[src/arm_core_pkg.sv]
// shared types for the data-processing-only core; r15 is a plain register, condition 0xF means never
package arm_core_pkg;

    parameter int NUM_REGS = 16;

    typedef logic [31:0] word_t;
    typedef logic [3:0]  reg_addr_t;
    typedef logic [3:0]  nzcv_t;     // {n, z, c, v}
    typedef logic [3:0]  alu_op_t;   // ins[24:21]
    typedef logic [3:0]  cond_t;     // ins[31:28]
    typedef logic [31:0] ins_t;

    localparam alu_op_t OP_AND = 4'd0;
    localparam alu_op_t OP_EOR = 4'd1;
    localparam alu_op_t OP_SUB = 4'd2;
    localparam alu_op_t OP_ADD = 4'd4;
    localparam alu_op_t OP_TST = 4'd8;
    localparam alu_op_t OP_CMP = 4'd10;
    localparam alu_op_t OP_ORR = 4'd12;
    localparam alu_op_t OP_MOV = 4'd13;
    localparam alu_op_t OP_MVN = 4'd15;

    localparam cond_t COND_EQ = 4'd0;
    localparam cond_t COND_NE = 4'd1;
    localparam cond_t COND_CS = 4'd2;
    localparam cond_t COND_CC = 4'd3;
    localparam cond_t COND_MI = 4'd4;
    localparam cond_t COND_PL = 4'd5;
    localparam cond_t COND_VS = 4'd6;
    localparam cond_t COND_VC = 4'd7;
    localparam cond_t COND_HI = 4'd8;
    localparam cond_t COND_LS = 4'd9;
    localparam cond_t COND_GE = 4'd10;
    localparam cond_t COND_LT = 4'd11;
    localparam cond_t COND_GT = 4'd12;
    localparam cond_t COND_LE = 4'd13;
    localparam cond_t COND_AL = 4'd14;
    localparam cond_t COND_NV = 4'd15;    // never

    // issue to execute
    typedef struct packed {
        cond_t       cond;
        alu_op_t     op;
        logic        s;
        logic        imm;
        logic [11:0] operand12;
        reg_addr_t   rd;
        logic        wr_en;
        word_t       rn_val;
        word_t       rm_val;
        logic        valid;
    } issue_rec_t;

    // execute to writeback and out of the core
    typedef struct packed {
        reg_addr_t rd;
        word_t     result;
        logic      wb_en;
        logic      executed;
        nzcv_t     nzcv;      // flags after the instruction
        logic      valid;
    } retire_rec_t;

endpackage

[src/ins_queue.sv]
// sender must hold a credit per push; pushing into a full queue is illegal and not recovered
`timescale 1ns/1ps

module ins_queue #(
    parameter int QUEUE_DEPTH = 4
) (
    input  logic               clk,
    input  logic               i_reset_n,
    input  logic               i_push,
    input  arm_core_pkg::ins_t i_ins,
    input  logic               i_pop,
    output arm_core_pkg::ins_t o_head,
    output logic               o_head_valid,
    output logic               o_credit
);
    import arm_core_pkg::*;

    localparam int PTR_W = (QUEUE_DEPTH > 1) ? $clog2(QUEUE_DEPTH) : 1;
    localparam int CNT_W = $clog2(QUEUE_DEPTH + 1);

    ins_t             mem [QUEUE_DEPTH];
    logic [PTR_W-1:0] rd_ptr;
    logic [PTR_W-1:0] wr_ptr;
    logic [CNT_W-1:0] count;
    logic             do_pop;

    // wrap explicitly so any depth works
    function automatic logic [PTR_W-1:0] next_ptr(input logic [PTR_W-1:0] ptr);
        return (ptr == PTR_W'(QUEUE_DEPTH - 1)) ? '0 : ptr + 1'b1;
    endfunction

    assign o_head       = mem[rd_ptr];
    assign o_head_valid = (count != '0);
    assign do_pop       = i_pop && o_head_valid;
    assign o_credit     = do_pop;    // one credit per entry handed to issue

    always_ff @(posedge clk) begin
        if (i_push) begin
            mem[wr_ptr] <= i_ins;
        end
    end

    always_ff @(posedge clk) begin
        if (!i_reset_n) begin
            rd_ptr <= '0;
            wr_ptr <= '0;
            count  <= '0;
        end else begin
            if (i_push) begin
                wr_ptr <= next_ptr(wr_ptr);
            end
            if (do_pop) begin
                rd_ptr <= next_ptr(rd_ptr);
            end
            count <= count + CNT_W'(i_push) - CNT_W'(do_pop);
        end
    end

    // credits returned to the sender must keep it off a full queue
    a_no_push_when_full: assert property (@(posedge clk) disable iff (!i_reset_n)
        i_push |-> (count < CNT_W'(QUEUE_DEPTH)));

endmodule

[src/register_bank.sv]
// two async read ports, one write port; no write-to-read bypass, a new value shows the next cycle
`timescale 1ns/1ps

module register_bank (
    input  logic                    clk,
    input  logic                    i_reset_n,
    input  arm_core_pkg::reg_addr_t i_rd_addr_a,
    input  arm_core_pkg::reg_addr_t i_rd_addr_b,
    input  logic                    i_wr_en,
    input  arm_core_pkg::reg_addr_t i_wr_addr,
    input  arm_core_pkg::word_t     i_wr_data,
    output arm_core_pkg::word_t     o_rd_data_a,
    output arm_core_pkg::word_t     o_rd_data_b
);
    import arm_core_pkg::*;

    word_t regs [NUM_REGS];    // r15 has no pc role here

    assign o_rd_data_a = regs[i_rd_addr_a];
    assign o_rd_data_b = regs[i_rd_addr_b];

    always_ff @(posedge clk) begin
        if (!i_reset_n) begin
            for (int i = 0; i < NUM_REGS; i++) begin
                regs[i] <= '0;    // core starts from all-zero state
            end
        end else if (i_wr_en) begin
            regs[i_wr_addr] <= i_wr_data;
        end
    end

endmodule

[src/issue_stage.sv]
// data-processing decode only; other forms issue as condition never and retire unexecuted
`timescale 1ns/1ps

module issue_stage (
    input  logic                      clk,
    input  logic                      i_reset_n,
    input  arm_core_pkg::ins_t        i_head,
    input  logic                      i_head_valid,
    output logic                      o_pop,
    output arm_core_pkg::reg_addr_t   o_rd_addr_a,
    output arm_core_pkg::reg_addr_t   o_rd_addr_b,
    input  arm_core_pkg::word_t       i_rd_data_a,
    input  arm_core_pkg::word_t       i_rd_data_b,
    input  arm_core_pkg::issue_rec_t  i_exec_rec,
    input  arm_core_pkg::retire_rec_t i_wb_rec,
    output arm_core_pkg::issue_rec_t  o_issue
);
    import arm_core_pkg::*;

    alu_op_t    op;
    logic       dp_type;
    logic       kept_op;
    logic       writes_rd;
    logic       uses_rn;
    logic       uses_rm;
    logic       hazard;
    issue_rec_t issue_next;

    // a pending write to addr anywhere between here and the bank
    function automatic logic in_flight(input reg_addr_t addr, input issue_rec_t iss,
                                       input issue_rec_t exe, input retire_rec_t wb);
        return (iss.valid && iss.wr_en && iss.rd == addr)
            || (exe.valid && exe.wr_en && exe.rd == addr)
            || (wb.valid && wb.wb_en && wb.rd == addr);
    endfunction

    assign op          = i_head[24:21];
    assign dp_type     = (i_head[27:26] == 2'b00);
    assign o_rd_addr_a = i_head[19:16];    // rn
    assign o_rd_addr_b = i_head[3:0];      // rm
    assign uses_rn     = (op != OP_MOV) && (op != OP_MVN);
    assign uses_rm     = !i_head[25];      // immediate form has no rm

    always_comb begin
        kept_op   = 1'b1;
        writes_rd = 1'b0;
        case (op)
            OP_AND, OP_EOR, OP_SUB, OP_ADD, OP_ORR, OP_MOV, OP_MVN: writes_rd = 1'b1;
            OP_TST, OP_CMP:                                         writes_rd = 1'b0;
            default:                                                kept_op   = 1'b0;
        endcase
    end

    always_comb begin
        hazard = (uses_rn && in_flight(o_rd_addr_a, o_issue, i_exec_rec, i_wb_rec))
              || (uses_rm && in_flight(o_rd_addr_b, o_issue, i_exec_rec, i_wb_rec));
    end

    assign o_pop = i_head_valid && !hazard;

    always_comb begin
        issue_next.cond      = (dp_type && kept_op) ? i_head[31:28] : COND_NV;
        issue_next.op        = op;
        issue_next.s         = i_head[20];
        issue_next.imm       = i_head[25];
        issue_next.operand12 = i_head[11:0];
        issue_next.rd        = i_head[15:12];
        issue_next.wr_en     = dp_type && writes_rd;
        issue_next.rn_val    = i_rd_data_a;
        issue_next.rm_val    = i_rd_data_b;
        issue_next.valid     = o_pop;    // bubble while stalled
    end

    always_ff @(posedge clk) begin
        if (!i_reset_n) begin
            o_issue.valid <= 1'b0;
        end else begin
            o_issue <= issue_next;
        end
    end

endmodule

[src/operand_shifter.sv]
// shift amount 0 passes rm unchanged for all types; no rrx and no 32-bit shift forms
`timescale 1ns/1ps

module operand_shifter (
    input  logic                i_imm,
    input  logic [11:0]         i_operand12,
    input  arm_core_pkg::word_t i_rm_value,
    output arm_core_pkg::word_t o_operand2
);
    import arm_core_pkg::*;

    localparam logic [1:0] SH_LSL = 2'b00;
    localparam logic [1:0] SH_LSR = 2'b01;
    localparam logic [1:0] SH_ASR = 2'b10;
    localparam logic [1:0] SH_ROR = 2'b11;

    logic [4:0] rot_amt;
    logic [4:0] sh_amt;
    word_t      imm32;
    word_t      shifted;

    // left part vanishes for amt 0 since a shift by 32 clears the word
    function automatic word_t ror32(input word_t value, input logic [4:0] amt);
        return (value >> amt) | (value << (6'd32 - {1'b0, amt}));
    endfunction

    assign rot_amt = {i_operand12[11:8], 1'b0};    // rotate by twice the field
    assign sh_amt  = i_operand12[11:7];
    assign imm32   = ror32({24'b0, i_operand12[7:0]}, rot_amt);

    always_comb begin
        case (i_operand12[6:5])
            SH_LSL:  shifted = i_rm_value << sh_amt;
            SH_LSR:  shifted = i_rm_value >> sh_amt;
            SH_ASR:  shifted = word_t'($signed(i_rm_value) >>> sh_amt);
            SH_ROR:  shifted = ror32(i_rm_value, sh_amt);
            default: shifted = i_rm_value;
        endcase
    end

    assign o_operand2 = i_imm ? imm32 : shifted;

endmodule

[src/exec_stage.sv]
// no carry-in ops and no shifter carry-out; logical ops keep c and v from the flag register
`timescale 1ns/1ps

module exec_stage (
    input  logic                      clk,
    input  logic                      i_reset_n,
    input  arm_core_pkg::issue_rec_t  i_issue,
    output arm_core_pkg::issue_rec_t  o_exec_rec,
    output arm_core_pkg::retire_rec_t o_retire
);
    import arm_core_pkg::*;

    nzcv_t       flags;
    nzcv_t       flags_next;
    nzcv_t       alu_flags;
    logic        fn;
    logic        fz;
    logic        fc;
    logic        fv;
    word_t       operand2;
    word_t       result;
    logic        carry;
    logic        overflow;
    logic        is_sub;
    logic        is_arith;
    logic        cond_pass;
    logic        executed;
    logic        set_flags;
    retire_rec_t retire_next;

    operand_shifter operand_shifter_inst (
        .i_imm       (i_issue.imm),
        .i_operand12 (i_issue.operand12),
        .i_rm_value  (i_issue.rm_val),
        .o_operand2  (operand2)
    );

    assign {fn, fz, fc, fv} = flags;

    always_comb begin
        case (i_issue.cond)
            COND_EQ: cond_pass = fz;
            COND_NE: cond_pass = !fz;
            COND_CS: cond_pass = fc;
            COND_CC: cond_pass = !fc;
            COND_MI: cond_pass = fn;
            COND_PL: cond_pass = !fn;
            COND_VS: cond_pass = fv;
            COND_VC: cond_pass = !fv;
            COND_HI: cond_pass = fc && !fz;
            COND_LS: cond_pass = !fc || fz;
            COND_GE: cond_pass = (fn == fv);
            COND_LT: cond_pass = (fn != fv);
            COND_GT: cond_pass = !fz && (fn == fv);
            COND_LE: cond_pass = fz || (fn != fv);
            COND_AL: cond_pass = 1'b1;
            default: cond_pass = 1'b0;    // 0xf never
        endcase
    end

    always_comb begin
        carry = 1'b0;
        case (i_issue.op)
            OP_AND, OP_TST: result = i_issue.rn_val & operand2;
            OP_EOR:         result = i_issue.rn_val ^ operand2;
            OP_ORR:         result = i_issue.rn_val | operand2;
            OP_MOV:         result = operand2;
            OP_MVN:         result = ~operand2;
            OP_ADD:         {carry, result} = {1'b0, i_issue.rn_val} + {1'b0, operand2};
            OP_SUB, OP_CMP: {carry, result} = {1'b0, i_issue.rn_val} + {1'b0, ~operand2} + 33'd1;
            default:        result = '0;
        endcase
    end

    assign is_sub   = (i_issue.op == OP_SUB) || (i_issue.op == OP_CMP);
    assign is_arith = is_sub || (i_issue.op == OP_ADD);
    // carry on subtract reads as no borrow
    assign overflow = is_sub
        ? (i_issue.rn_val[31] != operand2[31]) && (result[31] != i_issue.rn_val[31])
        : (i_issue.rn_val[31] == operand2[31]) && (result[31] != i_issue.rn_val[31]);
    assign alu_flags = is_arith ? {result[31], result == '0, carry, overflow}
                                : {result[31], result == '0, fc, fv};

    assign executed   = i_issue.valid && cond_pass;
    assign set_flags  = executed && (i_issue.s || i_issue.op == OP_TST || i_issue.op == OP_CMP);
    assign flags_next = set_flags ? alu_flags : flags;

    always_comb begin
        retire_next.rd       = i_issue.rd;
        retire_next.result   = result;
        retire_next.wb_en    = executed && i_issue.wr_en;
        retire_next.executed = executed;
        retire_next.nzcv     = flags_next;
        retire_next.valid    = i_issue.valid;
    end

    always_ff @(posedge clk) begin
        if (!i_reset_n) begin
            flags            <= '0;
            o_retire.valid   <= 1'b0;
            o_exec_rec.valid <= 1'b0;
        end else begin
            flags      <= flags_next;    // next instruction sees these
            o_retire   <= retire_next;
            o_exec_rec <= i_issue;       // kept for issue hazard checks
        end
    end

    a_wb_only_when_executed: assert property (@(posedge clk) disable iff (!i_reset_n)
        o_retire.valid && o_retire.wb_en |-> o_retire.executed);

endmodule

[src/writeback_stage.sv]
// bank write and retire report come from the same register; the retire port has no back-pressure
`timescale 1ns/1ps

module writeback_stage (
    input  logic                      clk,
    input  logic                      i_reset_n,
    input  arm_core_pkg::retire_rec_t i_retire,
    output logic                      o_wr_en,
    output arm_core_pkg::reg_addr_t   o_wr_addr,
    output arm_core_pkg::word_t       o_wr_data,
    output logic                      o_retire_valid,
    output arm_core_pkg::retire_rec_t o_retire
);
    import arm_core_pkg::*;

    retire_rec_t wb_q;

    always_ff @(posedge clk) begin
        if (!i_reset_n) begin
            wb_q.valid <= 1'b0;
        end else begin
            wb_q <= i_retire;
        end
    end

    assign o_wr_en        = wb_q.valid && wb_q.wb_en;    // lands at the next edge
    assign o_wr_addr      = wb_q.rd;
    assign o_wr_data      = wb_q.result;
    assign o_retire_valid = wb_q.valid;
    assign o_retire       = wb_q;

endmodule

[src/arm_core.sv]
// data-processing only; a retire follows its credit pulse by exactly 3 cycles
`timescale 1ns/1ps

module arm_core #(
    parameter int QUEUE_DEPTH = 4
) (
    input  logic                      clk,
    input  logic                      i_reset_n,
    input  logic                      i_ins_valid,
    input  arm_core_pkg::ins_t        i_ins,
    output logic                      o_credit,
    output logic                      o_retire_valid,
    output arm_core_pkg::retire_rec_t o_retire
);
    import arm_core_pkg::*;

    ins_t        head;
    logic        head_valid;
    logic        pop;
    reg_addr_t   rd_addr_a;
    reg_addr_t   rd_addr_b;
    word_t       rd_data_a;
    word_t       rd_data_b;
    logic        wr_en;
    reg_addr_t   wr_addr;
    word_t       wr_data;
    issue_rec_t  issue_rec;
    issue_rec_t  exec_rec;
    retire_rec_t exec_retire;

    ins_queue #(
        .QUEUE_DEPTH (QUEUE_DEPTH)
    ) ins_queue_inst (
        .clk          (clk),
        .i_reset_n    (i_reset_n),
        .i_push       (i_ins_valid),
        .i_ins        (i_ins),
        .i_pop        (pop),
        .o_head       (head),
        .o_head_valid (head_valid),
        .o_credit     (o_credit)
    );

    register_bank register_bank_inst (
        .clk         (clk),
        .i_reset_n   (i_reset_n),
        .i_rd_addr_a (rd_addr_a),
        .i_rd_addr_b (rd_addr_b),
        .i_wr_en     (wr_en),
        .i_wr_addr   (wr_addr),
        .i_wr_data   (wr_data),
        .o_rd_data_a (rd_data_a),
        .o_rd_data_b (rd_data_b)
    );

    issue_stage issue_stage_inst (
        .clk          (clk),
        .i_reset_n    (i_reset_n),
        .i_head       (head),
        .i_head_valid (head_valid),
        .o_pop        (pop),
        .o_rd_addr_a  (rd_addr_a),
        .o_rd_addr_b  (rd_addr_b),
        .i_rd_data_a  (rd_data_a),
        .i_rd_data_b  (rd_data_b),
        .i_exec_rec   (exec_rec),
        .i_wb_rec     (o_retire),    // writeback register feeds hazard check
        .o_issue      (issue_rec)
    );

    exec_stage exec_stage_inst (
        .clk        (clk),
        .i_reset_n  (i_reset_n),
        .i_issue    (issue_rec),
        .o_exec_rec (exec_rec),
        .o_retire   (exec_retire)
    );

    writeback_stage writeback_stage_inst (
        .clk            (clk),
        .i_reset_n      (i_reset_n),
        .i_retire       (exec_retire),
        .o_wr_en        (wr_en),
        .o_wr_addr      (wr_addr),
        .o_wr_data      (wr_data),
        .o_retire_valid (o_retire_valid),
        .o_retire       (o_retire)
    );

endmodule

[config.mk]
export PLATFORM = sky130hd
export DESIGN_NAME = arm_core
export DESIGN_NICKNAME = d
export VERILOG_FILES = /design/src/arm_core_pkg.sv /design/src/ins_queue.sv /design/src/register_bank.sv /design/src/issue_stage.sv /design/src/operand_shifter.sv /design/src/exec_stage.sv /design/src/writeback_stage.sv /design/src/arm_core.sv
export SDC_FILE = /design/constraint.sdc
export NUM_CORES = 2
export LEC_CHECK = 0
export BUFFER_PORTS_ARGS = -buffer_cell sky130_fd_sc_hd__buf_2
export CAP_MARGIN = 0
export CORE_UTILIZATION = 40
export CTS_CLUSTER_SIZE = 8
export DETAILED_ROUTE_END_ITERATION = 10
export MAX_ROUTING_LAYER = met4
export PLACE_DENSITY_LB_ADDON = 0.2
export SYNTH_ARGS = -nofsm -noshare
export SYNTH_HDL_FRONTEND = slang
export SYNTH_SLANG_ARGS = --single-unit
[constraint.sdc]
create_clock -name clk -period 20.1 [get_ports clk]
set_clock_uncertainty 0.15 [all_clocks]
set_input_delay 4.02 -clock clk [delete_from_list [all_inputs] [get_ports clk]]
set_output_delay 4.02 -clock clk [all_outputs]
set_load 0.01 [all_outputs]
==> results.toml <==
[global_routing]
grt_pass1_vias = 37600
grt_usage = 0.300
antenna_found_initial = 15
grt_pass1_wl_microns = 277000
grt_max_degree = 99
grt_overflow = 0

[critical_path]
cp-end-kind = "flip-flop"
crit_arrival_ns = 9.13
startpoint_type = "flip-flop"
cp_data_required_time_ns = 20.52
critical_path.max_fanout = 60
worstSetupPathType = "flip-flop to flip-flop"

[finish]
n_fill_cell = 12000
layout-drive-gt1-share = 0.199
syn_to_final_growth_pct = 9.93
finalNetCount = 4352
final_cell_mix = "816 x edfxtp_1, 539 x and2_1, 338 x mux4_2"
utilization = 0.446
final_cells = 5995
final_common_cell = "edfxtp_1"

[die]
die_h_microns = 365
io_pins = 80
rows = 132
die_w_microns = 365
initial_core_util = 0.405
dieArea_sq_mm = 0.133
coreArea_sq_mm = 0.130

[synth]
syn_nets = 4415
synth_seq_cells = 832
async_flop_share = 0
synth_edf_count = 816
synth.area.top_cells = "edfxtp_1 46%, mux4_2 15%, and2_1 6.4%"
yosys.area.top_type_share = 0.464
ys_seq_area_frac = 0.470
yosysTopAreaCell = "edfxtp_1"
synth.cell_area_sq_mm = 0.0528
dominantRegCellSynth = "edfxtp_1"
syn_avg_cell_area_sq_um = 12.4
syn_inst = 4269
synth_cell_types = 114
yosysWarnings = 0

[sta]
hold_slack_ns = 0.251
worst_pin_slew_ns = 1.25
finalWorstSetupSlack_ns = 11.40
fin_setup_tns_ns = 0
slew_viol_final = 0
finalHoldViolCount = 0
maxSlewHeadroom = 0.156
timing.fmax_mhz = 115
post-route-min-period_ns = 8.70
setup_violations = 0
finalCritPeriodShare = 0.433
rsz0062_at_grt = "false"

[clock_tree]
cts_tree = "yes"
clock_sinks = 832
h-tree-depth = 3
post-cts-setup-buffers = 0
clockRootBuffer = "clkbuf_16"
cts_hold_buf = 0
cts_buffers = 116
cts_resized = 0
clkTransAtPathRegs_ns = 0.05
cts_buffer_depth = 3
clkLatencyLatePin_ns = 0.74

[placement]
dp.cells = 5830
dp_hpwl_microns = 128000
io_buffers = 79
dp_slack_ns = 11.56
gp_congestion = 1.08

[routing]
detail-route-antenna-nets = 0
wl_per_cell_microns = 32.5
drt_iter0_drc = 5426
vias = 38300
viasPerCell = 6.38
post-route-drc-count = 0
drt_wl_total_microns = 195000
firstDrtPassIters = 6

[flow_run]
drv_cap = 0

[status]
status = "complete, no violations"

[hold_path]
hold_class = "flip-flop to flip-flop"

[pwr]
power_density_mw_per_mm2 = 164
ir_worst_vdd_uv = 84.9
p_leak_uw = 0.0208
-- through the flow --
step	instance area, sq um	total power [uW]
after floorplan	52800	5900
after global placement	54800	7610
after detailed placement	54800	7590
after CTS	58000	9410
after global routing	58000	9890
final	58000	9490
-- logic make-up after synthesis --
group,synth area share
buffers and inverters,0.0433
adders and majority gates,0.0267
and+or+nand+nor,0.141
AOI/OAI and AO/OA,0.110
DFF,0.470
xor gates and xnor gates,0.00979
muxes,0.199
-- routing by layer --
layer	track usage	up-vias	part of all wire
met3	0.0479	436	0.087
met5	-	-	0
li1	-	16300	-
met2	0.455	2039	0.46
met1	0.397	19500	0.41
met4	0.129	0	0.047
-- power by group --
group	internal, uW	leakage [uW]	switching (uW)
registers	2190	0.00833	325
logic	1930	0.0109	3240
clock network	1070	0.00156	724
total	5200	0.0208	4290
-- final timing paths --
path                                               start                                            to  slack (ns)  depth (start not counted)
setup / recovery  issue_stage_inst.o_issue[77]$_DFFE_PP_         exec_stage_inst.o_retire[3]$_DFFE_PP_       11.40                         21
hold reg to reg   exec_stage_inst.o_retire[36]$_DFFE_PP_  writeback_stage_inst.o_wr_data[29]$_DFFE_PP_        0.25                          0
setup reg to reg  issue_stage_inst.o_issue[77]$_DFFE_PP_         exec_stage_inst.o_retire[3]$_DFFE_PP_       11.40                         21
hold / removal    exec_stage_inst.o_retire[36]$_DFFE_PP_  writeback_stage_inst.o_wr_data[29]$_DFFE_PP_        0.25                          0
-- Yosys cell counts (18+ instances only) --
library cell	n
nor3_1	75
ha_1	108
mux4_2	346
a21oi_1	194
xor2_1	24
o22ai_1	32
clkbuf_1	232
edfxtp_1	816
buf_2	47
buf_6	25
nand2_1	183
nand4_1	23
or2_2	20
nand2b_1	38
a21o_1	25
a211oi_1	104
nand3_1	53
o21ai_0	127
o211ai_1	35
mux2i_1	171
inv_1	114
a31oi_1	34
buf_1	45
nor2_1	216
o31ai_1	20
nor2b_1	92
and2_1	539
xnor2_1	35
a221oi_1	31
mux2_2	56
or3_1	18
-- registers in the layout, summed over array words and instances (netlist names), named ones only --
name                                 flops
ins_queue_inst.count                     3
register_bank_inst.regs                512
exec_stage_inst.o_exec_rec               2
writeback_stage_inst.o_wr_addr           4
writeback_stage_inst.o_retire            6
writeback_stage_inst.o_retire_valid      1
ins_queue_inst.rd_ptr                    2
writeback_stage_inst.o_wr_data          32
exec_stage_inst.flags                    4
exec_stage_inst.o_retire                42
ins_queue_inst.wr_ptr                    2
issue_stage_inst.o_issue                92
ins_queue_inst.mem                     128
-- worst max-delay path, cell delays in order (launching register included) --
cell and delay (ns):
edfxtp_1 0.31, buf_4 0.40, buf_4 0.81, mux2_2 0.48, mux2i_1 0.25, mux2i_1 0.52
a211oi_1 0.16, a221oi_1 0.91, inv_1 0.16, ha_1 0.56, nor2_1 0.13, a211oi_1 0.63
o22ai_1 0.24, a211oi_2 0.65, a211oi_1 0.18, o32ai_1 0.43, xnor2_1 0.19, o221ai_2 0.13
or4_1 0.53, nor4_1 0.41, nand2_1 0.14, nand2_1 0.10
-- area by class of cell --
type,instances,area [sq um],share of cell area
clock buffers,148,3070,0.0528
repair buffers,195,1300,0.0224
well taps,1742,2180,0.0376
multi-input cells,2943,26000,0.448
diodes,6,15.0,0.000259
clock inverters,11,178,0.00306
flip-flops and latches,832,24800,0.428
inverters,118,443,0.00764
Note: power is estimated with default switching activity, not from simulation.
